==> src/source/axi_arb_consts.svh <==
`ifndef AXI_ARB_CONSTS_SVH
`define AXI_ARB_CONSTS_SVH

// Managers sharing the one subordinate
`define AXI_ARB_NUM_M 2

`define AXI_ARB_ADDR_W 8
`define AXI_ARB_DATA_W 16

// Manager-side ID, before widening
`define AXI_ARB_ID_W 4

// Memory size in data words
`define AXI_ARB_MEM_DEPTH 128

`endif

==> src/source/axi_arb_pkg.sv <==
`include "axi_arb_consts.svh"

package axi_arb_pkg;

    typedef logic [`AXI_ARB_ADDR_W-1:0]        addr_t;
    typedef logic [`AXI_ARB_DATA_W-1:0]        data_t;
    typedef logic [`AXI_ARB_DATA_W/8-1:0]      strb_t;
    typedef logic [`AXI_ARB_ID_W-1:0]          id_t;
    typedef logic [$clog2(`AXI_ARB_NUM_M)-1:0] mgr_t;
    // Manager index on top of the manager's own ID
    typedef logic [$bits(mgr_t)+`AXI_ARB_ID_W-1:0] mid_t;
    typedef logic [7:0]                        len_t;
    typedef logic [1:0]                        resp_t;

    typedef enum logic [1:0] {WR_IDLE, WR_DATA, WR_RESP_WAIT} wr_arb_state_t;
    typedef enum logic [1:0] {MW_IDLE, MW_DATA, MW_RESP} mem_wr_state_t;
    typedef enum logic {MR_IDLE, MR_BURST} mem_rd_state_t;

    // First requester at or after start, wrapping around
    function automatic mgr_t rr_pick(input logic [`AXI_ARB_NUM_M-1:0] req, input mgr_t start);
        mgr_t pick;
        int   idx;
        pick = start;
        for (int i = `AXI_ARB_NUM_M - 1; i >= 0; i--) begin
            idx = (int'(start) + i) % `AXI_ARB_NUM_M;
            if (req[idx]) begin
                pick = mgr_t'(idx);
            end
        end
        return pick;
    endfunction

    function automatic mgr_t rr_next(input mgr_t cur);
        return mgr_t'((int'(cur) + 1) % `AXI_ARB_NUM_M);
    endfunction

endpackage

==> src/source/axi_arb_wr.sv <==
`timescale 1ns/1ps

`include "axi_arb_consts.svh"

module axi_arb_wr import axi_arb_pkg::*; (
    input  logic                              clk,
    input  logic                              i_rst_n,

    // Manager side
    input  logic  [`AXI_ARB_NUM_M-1:0]        i_s_awvalid,
    input  id_t   [`AXI_ARB_NUM_M-1:0]        i_s_awid,
    input  addr_t [`AXI_ARB_NUM_M-1:0]        i_s_awaddr,
    input  len_t  [`AXI_ARB_NUM_M-1:0]        i_s_awlen,
    output logic  [`AXI_ARB_NUM_M-1:0]        o_s_awready,
    input  logic  [`AXI_ARB_NUM_M-1:0]        i_s_wvalid,
    input  data_t [`AXI_ARB_NUM_M-1:0]        i_s_wdata,
    input  strb_t [`AXI_ARB_NUM_M-1:0]        i_s_wstrb,
    input  logic  [`AXI_ARB_NUM_M-1:0]        i_s_wlast,
    output logic  [`AXI_ARB_NUM_M-1:0]        o_s_wready,
    output logic  [`AXI_ARB_NUM_M-1:0]        o_s_bvalid,
    output id_t   [`AXI_ARB_NUM_M-1:0]        o_s_bid,
    output resp_t [`AXI_ARB_NUM_M-1:0]        o_s_bresp,
    input  logic  [`AXI_ARB_NUM_M-1:0]        i_s_bready,

    // Subordinate side
    output logic                              o_m_awvalid,
    output mid_t                              o_m_awid,
    output addr_t                             o_m_awaddr,
    output len_t                              o_m_awlen,
    input  logic                              i_m_awready,
    output logic                              o_m_wvalid,
    output data_t                             o_m_wdata,
    output strb_t                             o_m_wstrb,
    output logic                              o_m_wlast,
    input  logic                              i_m_wready,
    input  logic                              i_m_bvalid,
    input  mid_t                              i_m_bid,
    input  resp_t                             i_m_bresp,
    output logic                              o_m_bready
);

    wr_arb_state_t state;
    mgr_t          grant;
    mgr_t          rr_ptr;
    logic          aw_done;

    logic          aw_open;
    logic          w_open;
    logic          aw_fire;
    logic          wlast_fire;
    logic          b_fire;
    mgr_t          b_mgr;

    // AW stays open until the subordinate takes it, W for the whole burst
    assign aw_open    = (state == WR_DATA) && !aw_done;
    assign w_open     = (state == WR_DATA);

    assign aw_fire    = o_m_awvalid && i_m_awready;
    assign wlast_fire = o_m_wvalid && i_m_wready && o_m_wlast;
    assign b_fire     = i_m_bvalid && o_m_bready;

    // Owner of the response sits in the top bits of bid
    assign b_mgr = i_m_bid[$bits(mid_t)-1 -: $bits(mgr_t)];

    always_ff @(posedge clk or negedge i_rst_n) begin
        if (!i_rst_n) begin
            state   <= WR_IDLE;
            grant   <= '0;
            rr_ptr  <= '0;
            aw_done <= 1'b0;
        end else begin
            case (state)
                WR_IDLE: begin
                    if (|i_s_awvalid) begin
                        grant   <= rr_pick(i_s_awvalid, rr_ptr);
                        aw_done <= 1'b0;
                        state   <= WR_DATA;
                    end
                end
                WR_DATA: begin
                    if (aw_fire) begin
                        aw_done <= 1'b1;
                    end
                    if (wlast_fire) begin
                        state <= WR_RESP_WAIT;
                    end
                end
                WR_RESP_WAIT: begin
                    // Hold the grant until B is gone
                    if (b_fire) begin
                        rr_ptr <= rr_next(grant);
                        state  <= WR_IDLE;
                    end
                end
                default: begin
                    state <= WR_IDLE;
                end
            endcase
        end
    end

    always_comb begin
        o_m_awvalid = aw_open && i_s_awvalid[grant];
        o_m_awid    = {grant, i_s_awid[grant]};
        o_m_awaddr  = i_s_awaddr[grant];
        o_m_awlen   = i_s_awlen[grant];

        o_m_wvalid  = w_open && i_s_wvalid[grant];
        o_m_wdata   = i_s_wdata[grant];
        o_m_wstrb   = i_s_wstrb[grant];
        o_m_wlast   = i_s_wlast[grant];

        o_m_bready  = i_s_bready[b_mgr];

        for (int m = 0; m < `AXI_ARB_NUM_M; m++) begin
            o_s_awready[m] = aw_open && (grant == mgr_t'(m)) && i_m_awready;
            o_s_wready[m]  = w_open && (grant == mgr_t'(m)) && i_m_wready;
            o_s_bvalid[m]  = i_m_bvalid && (b_mgr == mgr_t'(m));
            o_s_bid[m]     = i_m_bid[`AXI_ARB_ID_W-1:0];
            o_s_bresp[m]   = i_m_bresp;
        end
    end

endmodule

==> src/source/axi_arb_rd.sv <==
`timescale 1ns/1ps

`include "axi_arb_consts.svh"

module axi_arb_rd import axi_arb_pkg::*; (
    input  logic                              clk,
    input  logic                              i_rst_n,

    // Manager side
    input  logic  [`AXI_ARB_NUM_M-1:0]        i_s_arvalid,
    input  id_t   [`AXI_ARB_NUM_M-1:0]        i_s_arid,
    input  addr_t [`AXI_ARB_NUM_M-1:0]        i_s_araddr,
    input  len_t  [`AXI_ARB_NUM_M-1:0]        i_s_arlen,
    output logic  [`AXI_ARB_NUM_M-1:0]        o_s_arready,
    output logic  [`AXI_ARB_NUM_M-1:0]        o_s_rvalid,
    output id_t   [`AXI_ARB_NUM_M-1:0]        o_s_rid,
    output data_t [`AXI_ARB_NUM_M-1:0]        o_s_rdata,
    output resp_t [`AXI_ARB_NUM_M-1:0]        o_s_rresp,
    output logic  [`AXI_ARB_NUM_M-1:0]        o_s_rlast,
    input  logic  [`AXI_ARB_NUM_M-1:0]        i_s_rready,

    // Subordinate side
    output logic                              o_m_arvalid,
    output mid_t                              o_m_arid,
    output addr_t                             o_m_araddr,
    output len_t                              o_m_arlen,
    input  logic                              i_m_arready,
    input  logic                              i_m_rvalid,
    input  mid_t                              i_m_rid,
    input  data_t                             i_m_rdata,
    input  resp_t                             i_m_rresp,
    input  logic                              i_m_rlast,
    output logic                              o_m_rready
);

    mgr_t rr_ptr;
    mgr_t pick;
    mgr_t r_mgr;

    assign pick  = rr_pick(i_s_arvalid, rr_ptr);
    assign r_mgr = i_m_rid[$bits(mid_t)-1 -: $bits(mgr_t)];

    // Pointer moves past the winner on every accepted AR
    always_ff @(posedge clk or negedge i_rst_n) begin
        if (!i_rst_n) begin
            rr_ptr <= '0;
        end else if (o_m_arvalid && i_m_arready) begin
            rr_ptr <= rr_next(pick);
        end
    end

    always_comb begin
        o_m_arvalid = |i_s_arvalid;
        o_m_arid    = {pick, i_s_arid[pick]};
        o_m_araddr  = i_s_araddr[pick];
        o_m_arlen   = i_s_arlen[pick];

        // R goes back to whoever the ID names
        o_m_rready  = i_s_rready[r_mgr];

        for (int m = 0; m < `AXI_ARB_NUM_M; m++) begin
            o_s_arready[m] = i_m_arready && (pick == mgr_t'(m));
            o_s_rvalid[m]  = i_m_rvalid && (r_mgr == mgr_t'(m));
            o_s_rid[m]     = i_m_rid[`AXI_ARB_ID_W-1:0];
            o_s_rdata[m]   = i_m_rdata;
            o_s_rresp[m]   = i_m_rresp;
            o_s_rlast[m]   = i_m_rlast && i_m_rvalid && (r_mgr == mgr_t'(m));
        end
    end

endmodule

==> src/source/axi_burst_mem.sv <==
`timescale 1ns/1ps

`include "axi_arb_consts.svh"

module axi_burst_mem import axi_arb_pkg::*; (
    input  logic  clk,
    input  logic  i_rst_n,

    input  logic  i_awvalid,
    input  mid_t  i_awid,
    input  addr_t i_awaddr,
    input  len_t  i_awlen,
    output logic  o_awready,
    input  logic  i_wvalid,
    input  data_t i_wdata,
    input  strb_t i_wstrb,
    input  logic  i_wlast,
    output logic  o_wready,
    output logic  o_bvalid,
    output mid_t  o_bid,
    output resp_t o_bresp,
    input  logic  i_bready,

    input  logic  i_arvalid,
    input  mid_t  i_arid,
    input  addr_t i_araddr,
    input  len_t  i_arlen,
    output logic  o_arready,
    output logic  o_rvalid,
    output mid_t  o_rid,
    output data_t o_rdata,
    output resp_t o_rresp,
    output logic  o_rlast,
    input  logic  i_rready
);

    localparam int    IDX_W     = $clog2(`AXI_ARB_MEM_DEPTH);
    localparam int    BYTE_SH   = $clog2($bits(strb_t));
    localparam resp_t RESP_OKAY = 2'b00;

    data_t            mem [`AXI_ARB_MEM_DEPTH];

    mem_wr_state_t    wr_state;
    logic [IDX_W-1:0] wr_idx;
    len_t             wr_left;
    mid_t             wr_id;
    logic             w_fire;
    logic             w_end;

    mem_rd_state_t    rd_state;
    logic [IDX_W-1:0] rd_idx;
    len_t             rd_left;
    mid_t             rd_id;

    assign o_awready = (wr_state == MW_IDLE);
    assign o_wready  = (wr_state == MW_DATA);
    assign o_bvalid  = (wr_state == MW_RESP);
    assign o_bid     = wr_id;
    assign o_bresp   = RESP_OKAY;

    assign w_fire = i_wvalid && o_wready;
    // Ends on wlast, or when awlen runs out first
    assign w_end  = i_wlast || (wr_left == '0);

    always_ff @(posedge clk or negedge i_rst_n) begin
        if (!i_rst_n) begin
            wr_state <= MW_IDLE;
            rd_state <= MR_IDLE;
        end else begin
            case (wr_state)
                MW_IDLE: if (i_awvalid) wr_state <= MW_DATA;
                MW_DATA: if (w_fire && w_end) wr_state <= MW_RESP;
                MW_RESP: if (i_bready) wr_state <= MW_IDLE;
                default: wr_state <= MW_IDLE;
            endcase
            case (rd_state)
                MR_IDLE:  if (i_arvalid) rd_state <= MR_BURST;
                MR_BURST: if (i_rready && o_rlast) rd_state <= MR_IDLE;
                default:  rd_state <= MR_IDLE;
            endcase
        end
    end

    // Word index is byte address over strobe width, wrapping at depth
    always_ff @(posedge clk) begin
        if (o_awready && i_awvalid) begin
            wr_idx  <= IDX_W'(i_awaddr >> BYTE_SH);
            wr_left <= i_awlen;
            wr_id   <= i_awid;
        end else if (w_fire) begin
            wr_idx  <= wr_idx + 1'b1;
            wr_left <= wr_left - 1'b1;
        end
    end

    always_ff @(posedge clk) begin
        if (w_fire) begin
            for (int b = 0; b < $bits(strb_t); b++) begin
                if (i_wstrb[b]) begin
                    mem[wr_idx][b*8 +: 8] <= i_wdata[b*8 +: 8];
                end
            end
        end
    end

    assign o_arready = (rd_state == MR_IDLE);
    assign o_rvalid  = (rd_state == MR_BURST);
    assign o_rid     = rd_id;
    assign o_rdata   = mem[rd_idx];
    assign o_rresp   = RESP_OKAY;
    assign o_rlast   = o_rvalid && (rd_left == '0);

    always_ff @(posedge clk) begin
        if (o_arready && i_arvalid) begin
            rd_idx  <= IDX_W'(i_araddr >> BYTE_SH);
            rd_left <= i_arlen;
            rd_id   <= i_arid;
        end else if (o_rvalid && i_rready) begin
            rd_idx  <= rd_idx + 1'b1;
            rd_left <= rd_left - 1'b1;
        end
    end

endmodule

==> src/source/axi_arb_top.sv <==
`timescale 1ns/1ps

`include "axi_arb_consts.svh"

module axi_arb_top import axi_arb_pkg::*; (
    input  logic                              clk,
    input  logic                              i_rst_n,

    input  logic  [`AXI_ARB_NUM_M-1:0]        i_s_awvalid,
    input  id_t   [`AXI_ARB_NUM_M-1:0]        i_s_awid,
    input  addr_t [`AXI_ARB_NUM_M-1:0]        i_s_awaddr,
    input  len_t  [`AXI_ARB_NUM_M-1:0]        i_s_awlen,
    output logic  [`AXI_ARB_NUM_M-1:0]        o_s_awready,
    input  logic  [`AXI_ARB_NUM_M-1:0]        i_s_wvalid,
    input  data_t [`AXI_ARB_NUM_M-1:0]        i_s_wdata,
    input  strb_t [`AXI_ARB_NUM_M-1:0]        i_s_wstrb,
    input  logic  [`AXI_ARB_NUM_M-1:0]        i_s_wlast,
    output logic  [`AXI_ARB_NUM_M-1:0]        o_s_wready,
    output logic  [`AXI_ARB_NUM_M-1:0]        o_s_bvalid,
    output id_t   [`AXI_ARB_NUM_M-1:0]        o_s_bid,
    output resp_t [`AXI_ARB_NUM_M-1:0]        o_s_bresp,
    input  logic  [`AXI_ARB_NUM_M-1:0]        i_s_bready,

    input  logic  [`AXI_ARB_NUM_M-1:0]        i_s_arvalid,
    input  id_t   [`AXI_ARB_NUM_M-1:0]        i_s_arid,
    input  addr_t [`AXI_ARB_NUM_M-1:0]        i_s_araddr,
    input  len_t  [`AXI_ARB_NUM_M-1:0]        i_s_arlen,
    output logic  [`AXI_ARB_NUM_M-1:0]        o_s_arready,
    output logic  [`AXI_ARB_NUM_M-1:0]        o_s_rvalid,
    output id_t   [`AXI_ARB_NUM_M-1:0]        o_s_rid,
    output data_t [`AXI_ARB_NUM_M-1:0]        o_s_rdata,
    output resp_t [`AXI_ARB_NUM_M-1:0]        o_s_rresp,
    output logic  [`AXI_ARB_NUM_M-1:0]        o_s_rlast,
    input  logic  [`AXI_ARB_NUM_M-1:0]        i_s_rready
);

    // Arbiter to memory, IDs already widened
    logic  m_awvalid;
    mid_t  m_awid;
    addr_t m_awaddr;
    len_t  m_awlen;
    logic  m_awready;
    logic  m_wvalid;
    data_t m_wdata;
    strb_t m_wstrb;
    logic  m_wlast;
    logic  m_wready;
    logic  m_bvalid;
    mid_t  m_bid;
    resp_t m_bresp;
    logic  m_bready;

    logic  m_arvalid;
    mid_t  m_arid;
    addr_t m_araddr;
    len_t  m_arlen;
    logic  m_arready;
    logic  m_rvalid;
    mid_t  m_rid;
    data_t m_rdata;
    resp_t m_rresp;
    logic  m_rlast;
    logic  m_rready;

    axi_arb_wr u_wr (
        .*,
        .o_m_awvalid (m_awvalid),
        .o_m_awid    (m_awid),
        .o_m_awaddr  (m_awaddr),
        .o_m_awlen   (m_awlen),
        .i_m_awready (m_awready),
        .o_m_wvalid  (m_wvalid),
        .o_m_wdata   (m_wdata),
        .o_m_wstrb   (m_wstrb),
        .o_m_wlast   (m_wlast),
        .i_m_wready  (m_wready),
        .i_m_bvalid  (m_bvalid),
        .i_m_bid     (m_bid),
        .i_m_bresp   (m_bresp),
        .o_m_bready  (m_bready)
    );

    axi_arb_rd u_rd (
        .*,
        .o_m_arvalid (m_arvalid),
        .o_m_arid    (m_arid),
        .o_m_araddr  (m_araddr),
        .o_m_arlen   (m_arlen),
        .i_m_arready (m_arready),
        .i_m_rvalid  (m_rvalid),
        .i_m_rid     (m_rid),
        .i_m_rdata   (m_rdata),
        .i_m_rresp   (m_rresp),
        .i_m_rlast   (m_rlast),
        .o_m_rready  (m_rready)
    );

    axi_burst_mem u_mem (
        .clk       (clk),
        .i_rst_n   (i_rst_n),
        .i_awvalid (m_awvalid),
        .i_awid    (m_awid),
        .i_awaddr  (m_awaddr),
        .i_awlen   (m_awlen),
        .o_awready (m_awready),
        .i_wvalid  (m_wvalid),
        .i_wdata   (m_wdata),
        .i_wstrb   (m_wstrb),
        .i_wlast   (m_wlast),
        .o_wready  (m_wready),
        .o_bvalid  (m_bvalid),
        .o_bid     (m_bid),
        .o_bresp   (m_bresp),
        .i_bready  (m_bready),
        .i_arvalid (m_arvalid),
        .i_arid    (m_arid),
        .i_araddr  (m_araddr),
        .i_arlen   (m_arlen),
        .o_arready (m_arready),
        .o_rvalid  (m_rvalid),
        .o_rid     (m_rid),
        .o_rdata   (m_rdata),
        .o_rresp   (m_rresp),
        .o_rlast   (m_rlast),
        .i_rready  (m_rready)
    );

endmodule

==> config.mk <==
export PLATFORM = sky130hd
export DESIGN_NAME = axi_arb_top
export DESIGN_NICKNAME = d
export VERILOG_FILES = /design/src/source/axi_arb_pkg.sv /design/src/source/axi_arb_wr.sv /design/src/source/axi_arb_rd.sv /design/src/source/axi_burst_mem.sv /design/src/source/axi_arb_top.sv
export VERILOG_INCLUDE_DIRS = /design/src /design/src/source
export SDC_FILE = /design/constraint.sdc
export NUM_CORES = 2
export LEC_CHECK = 0
export BUFFER_PORTS_ARGS = -buffer_cell sky130_fd_sc_hd__buf_2
export CAP_MARGIN = 15
export CORE_MARGIN = 2
export CORE_UTILIZATION = 65
export DETAILED_ROUTE_END_ITERATION = 10
export GPL_TIMING_DRIVEN = 0
export PLACE_DENSITY = 0.81
export SLEW_MARGIN = 20
export SYNTH_ARGS = -nofsm -noshare
export SYNTH_HDL_FRONTEND = slang
export SYNTH_SLANG_ARGS = --single-unit
==> constraint.sdc <==
create_clock -name clk -period 5.4 [get_ports clk]
set_input_delay 0.81 -clock clk [delete_from_list [all_inputs] [get_ports clk]]
set_output_delay 0.81 -clock clk [all_outputs]
set_load 0.03 [all_outputs]
---- Word-level counts from Yosys, hierarchy flattened ----
Memory sizes are Yosys's and may differ from the RTL's. A register that Yosys moved wholly into a read port is not among the register bits.
Index checks and enable logic that the tools add are counted.
word-level totals
  register bits ........................... 49
  RAM bits ................................ 2048
  input bits .............................. 130
  output and inout port bits .............. 68
  logic and storage cells ................. 162
  memories kept ........................... 1
operators by class
  $add $sub $neg .......................... 8
  order comparisons ....................... 8
  eq/ne operators ......................... 11
  multiplexer cells ....................... 69
  bitwise logic cells ..................... 7
  reduce and logical (&&, ||, !) cells .... 45
memory list
  name       words  bits a word  rd ports  clocked after memory_dff  write ports  line                 source
  u_mem.mem  128    16           1         1                         1            axi_burst_mem.sv:41  data_t mem [`AXI_ARB_MEM_DEPTH];
operator list
  cell                                                                     count
  8-bit two-way mux                                                        12
  7-bit two-way mux                                                        5
  1-bit two-way mux                                                        34
  16-bit two-way mux                                                       2
  1-bit logical AND                                                        29
  8-bit zero test                                                          2
  2-bit two-way mux                                                        8
  4-bit two-way mux                                                        4
  8-bit by 1-bit subtractor with 8-bit output, second input constant       2
  7-bit by 1-bit adder with 7-bit output, second input constant            2
  1-bit by 2-bit < comparator with 1-bit output, second input constant     6
  2-bit case mux with 3 select lines                                       2
  3-bit AND reduction                                                      3
  2-bit inequality test, second input constant                             4
  2-bit by 3-bit < comparator with 1-bit output, second input constant     2
  2-bit by 1-bit inequality test with 1-bit output, second input constant  3
  2-bit nonzero test                                                       3
  1-bit inverter                                                           5
  1-bit adder, second input constant                                       4
  2-bit by 1-bit equality test with 1-bit output, second input constant    2
  2-bit equality test, second input constant                               2
  2-bit zero test                                                          2
  1-bit case mux with 2 select lines                                       2
  2-bit AND reduction                                                      2
  other kinds (4)                                                          6

---- Longest topological paths before layout ----
  depth after elaboration ................. 11
  depth in mapped cells ................... 8
  gate-level depth less buffers ........... 6

---- By module ----
From an unflattened synthesis, not the netlist that was laid out.
unflattened totals
  cell total of the unflattened synthesis .. 3624
  area total of the unflattened synthesis .. 82798.2 µm²
modules (own cells, without submodules)
  module         times used  cells an instance  area each (µm²)  seq. area each (µm²)
  axi_burst_mem  1           3441               81145.3          62915.3
  axi_arb_wr     1           101                940.9            125.1
  axi_arb_rd     1           82                 711.9            25.0

---- Worst setup path after synthesis ----
No wires, ideal clock.
  path type ............................... register -> output
  start point ............................. register (tool-made name)
  end point ............................... output port o_s_rdata[16] in the netlist's numbering
  arrival time ............................ 2960 ps
  data required time ...................... 4590 ps
  slack ................................... 1630 ps
  stages on the path, launching flop included .. 8
  path buffers ............................ 3
  cell sequence ........................... dfxtp_1 -> buf_2 -> clkbuf_1 -> mux4_2 -> mux4_2 -> mux4_2 -> mux2_2 -> buf_4
RTL lines
  item       line               source
  to (decl)  axi_arb_top.sv:31  output data_t [`AXI_ARB_NUM_M-1:0] o_s_rdata,

==> out/results.ini <==
[die]
core_mm2 = 0.126
ios = 198
initial_utilization_pct = 65.6
die_h_um = 360
rows = 130
die-area_mm2 = 0.130
chipWidth_um = 360

[pwr]
power_density_mw_per_mm2 = 444
intPower_uw = 29400
ir_worst_vdd_mv = 0.631
p_sw_share_pct = 28.7
cellLeakagePower_uw = 0.0293
pwr-share-comb_pct = 19.4
pwr-share-seq_pct = 47.6
power.switching_uw = 11800
clkPwrFrac_pct = 32.9

[setup_path]
crit_required_ps = 4590
critPathArrivalTime_ps = 4680
cp_max_fo = 10
rrSetupSlack_ps = 380
regToRegEndpoint = u_mem.mem[125][12]
endpoint_kind = primary output
crit_end = o_s_rdata[17]
reg2regPathDepth = 5
startpoint_type = flop
timing.rr.start = u_wr.state[1]
path_class = reg -> out

[placed_design]
port_buffers = 185
dp_cells = 5452
place_ws_ps = -291
gp_congestion = 0.889
dp_hpwl_um = 141000

[clock_tree]
clockBufferDepth = 3
clkSinkCount = 2104
numCtsBuffers = 196
cts_setup_buffers = 0
clkTransAtPathRegs_ps = 70
clkLatencyLatePin_ps = 860
htree_levels = 4
cts_root_buf = clkbuf_16
cts_tree = yes

[global_route]
top_usage_layer = met2
grt_pass1_vias = 43453
grt_overflow_total = 0
antenna_found_initial = 18
grt_util_met1_pct = 47.8
grt_max_degree = 129
grtUsageMet3_pct = 13.4
met2_usage_pct = 57.0
grt_use_total_pct = 37.2
grt_first_pass_wirelength_um = 331000

[logic_synthesis]
synth_top_area_share_pct = 76.0
netlist_area_mm2 = 0.0825
ys_ff_latch = 2104
synth_flop_cell = edfxtp_1
yosysSeqAreaShare_pct = 76.4
yosys.area.top_type = edfxtp_1
syn_inst = 3589
syn_area_per_cell_um2 = 23.0
ys_warn_count = 0
synthTopCellsByArea = edfxtp_1 76%, mux4_2 18%, nor2_1 1.3%
ys_types = 40
synthArstFlopShare_pct = 0.428
synth_edf_count = 2088

[sta]
slew_violations = 0
final.period_utilization_pct = 102
fmax_mhz = 182
tightest_slew_ps = 1270
hold_viol_final = 0
min_period_ps = 5490
max-slew-margin-rel_pct = 15.1
skew_ps = 22.8
setup_slack_ps = -91.1
rsz0062_at_grt = no
setup_tns_ps = -305
holdWs_ps = 207
setup_violations = 8

[min_path]
min_from = i_s_awvalid[0]
min_path_type = in -> reg

[outcome]
violations = setup timing
outcome = finished with violations

[detailed_routing]
drt-initial-drc-count = 7762
ant_nets = 0
via_per_inst = 7.46
vias = 43400
drc = 0
drt_pass1_iterations = 6
routed_wl_um = 237000
wl_per_cell_um = 40.7

[finish]
fin_util_pct = 73.9
fin_cells = 5815
drive_gt1_share_pct = 33.0
seqCellArea_mm2 = 0.0631
multi_input_area_mm2 = 0.0185
area_growth_pct = 12.6
num-nets-final = 4137
fillCellCount = 6311

[flow_run]
drv_cap = 0

[synth_stat cells (12+ instances only)]
cell / count
clkbuf_1: 136
nor2_1: 283
mux2_2: 45
mux2i_1: 45
nand3_1: 21
buf_1: 12
a211oi_1: 16
inv_1: 18
nand2_1: 41
buf_2: 53
edfxtp_1: 2088
mux4_2: 672
xor2_1: 12
buf_4: 40
[cell usage in the layout, fill, tap and decap left out, drive strengths merged, types with 2 or more instances in the layout]
cell type	synthesis	layout
ha	6	6
a21o	2	2
a21oi	4	4
nand3	21	21
nand2b	10	10
nor2b	11	11
dfxtp	7	7
nor4	4	4
clkbuf	136	377
xor2	12	12
clkinvlp	0	7
nor2	283	283
o31ai	7	7
edfxtp	2088	2088
o21a	2	2
nor3	9	9
conb	1	8
nand2	41	41
a31oi	2	2
buf	106	311
dfrtp	9	9
or2	2	2
inv	18	30
o21ai	7	7
clkinv	0	80
mux2i	45	45
diode	0	8
and2	6	6
bufinv	0	14
mux4	672	672
nand3b	3	3
xnor2	8	8
a211oi	16	16
mux2	45	45
[power groups by stage]
stage / combinational (µW) / clock [µW] / sequential [µW]
2_1_floorplan: 4160 / 0 / 20000
3_3_place_gp: 6800 / 0 / 20100
3_5_place_dp: 7430 / 0 / 20000
4_1_cts: 7730 / 13500 / 19600
5_1_grt: 8130 / 14100 / 19600
6_report: 8020 / 13600 / 19700
[registers in the layout, indices dropped and copies added (netlist names), named ones only]
signal	flops
u_wr.aw_done	1
u_mem.mem	2048
u_wr.state	2
u_mem.wr_state	2
u_mem.wr_left	8
u_mem.rd_left	8
u_rd.rr_ptr	1
u_mem.wr_idx	7
u_mem.o_rid	5
u_mem.o_rvalid	1
u_mem.rd_idx	7
u_wr.grant	1
u_mem.o_bid	5
u_wr.rr_ptr	1
[how the worst min path moves through the flow]
stage	endpoint	slack [ps]	cells past startpoint
after global placement	u_mem.o_bid[4]	430	0
after CTS	u_wr.grant	150	2
after detailed placement	u_mem.o_bid[4]	440	0
final	u_wr.grant	210	2
after floorplan	u_mem.o_bid[4]	420	0
after global routing	u_wr.grant	190	2
[worst max-delay path: stages, from the launching register on]
cell	delay [ps]
dfxtp_1	330
clkbuf_1	840
clkbuf_1	830
mux4_2	540
mux4_2	540
mux2_2	400
buf_4	170
buf_2	170
[through the flow]
| step | total power (µW) | instance area, µm² |
|---|---|---|
| floorplan | 24100 | 82600 |
| global placement | 26900 | 85500 |
| detailed placement | 27400 | 86400 |
| CTS | 40900 | 92900 |
| global route | 41900 | 92900 |
| finish | 41300 | 92900 |
[cell families (layout without fill, tap and decap cells)]
kind of cell / Yosys count / after routing / share of synthesized area, %
XOR/XNOR: 20 / 20 / 0.212
flip-flops: 2104 / 2104 / 76.4
adder cells (fa/ha/maj): 6 / 6 / 0.0910
AO/OA/AOI/OAI: 42 / 42 / 0.347
AND/OR/NAND/NOR: 394 / 394 / 1.97
buffers and inverters: 260 / 821 / 1.45
multiplexers: 762 / 762 / 19.5
other: 1 / 16 / 0.00454
[per-layer routing]
| metal | part of all wire, % | vias to the layer above |
|---|---|---|
| met5 | 0.12 | - |
| met4 | 6.2 | 22 |
| met3 | 15 | 843 |
| met2 | 47 | 4185 |
| met1 | 32 | 22433 |
| li1 | - | 15917 |
[what timing repair did]
action                     CTS  global route
hold buffers                 1             0
setup endpoints to repair   32             5
hold endpoints to repair     9             0
resized for setup          157             7
[layout make-up]
class                           count  area share [%]
Clock buffer                      241            5.46
Clock inverter                    113            1.13
Tap cell                         1650            2.22
Sequential cell                  2104            67.9
Inverter                           18          0.0727
Buffer                            241            1.63
Antenna cell                        8          0.0215
Timing Repair Buffer              208            1.65
Multi-Input combinational cell   1232            20.0
(Power assumes the default switching activity.)
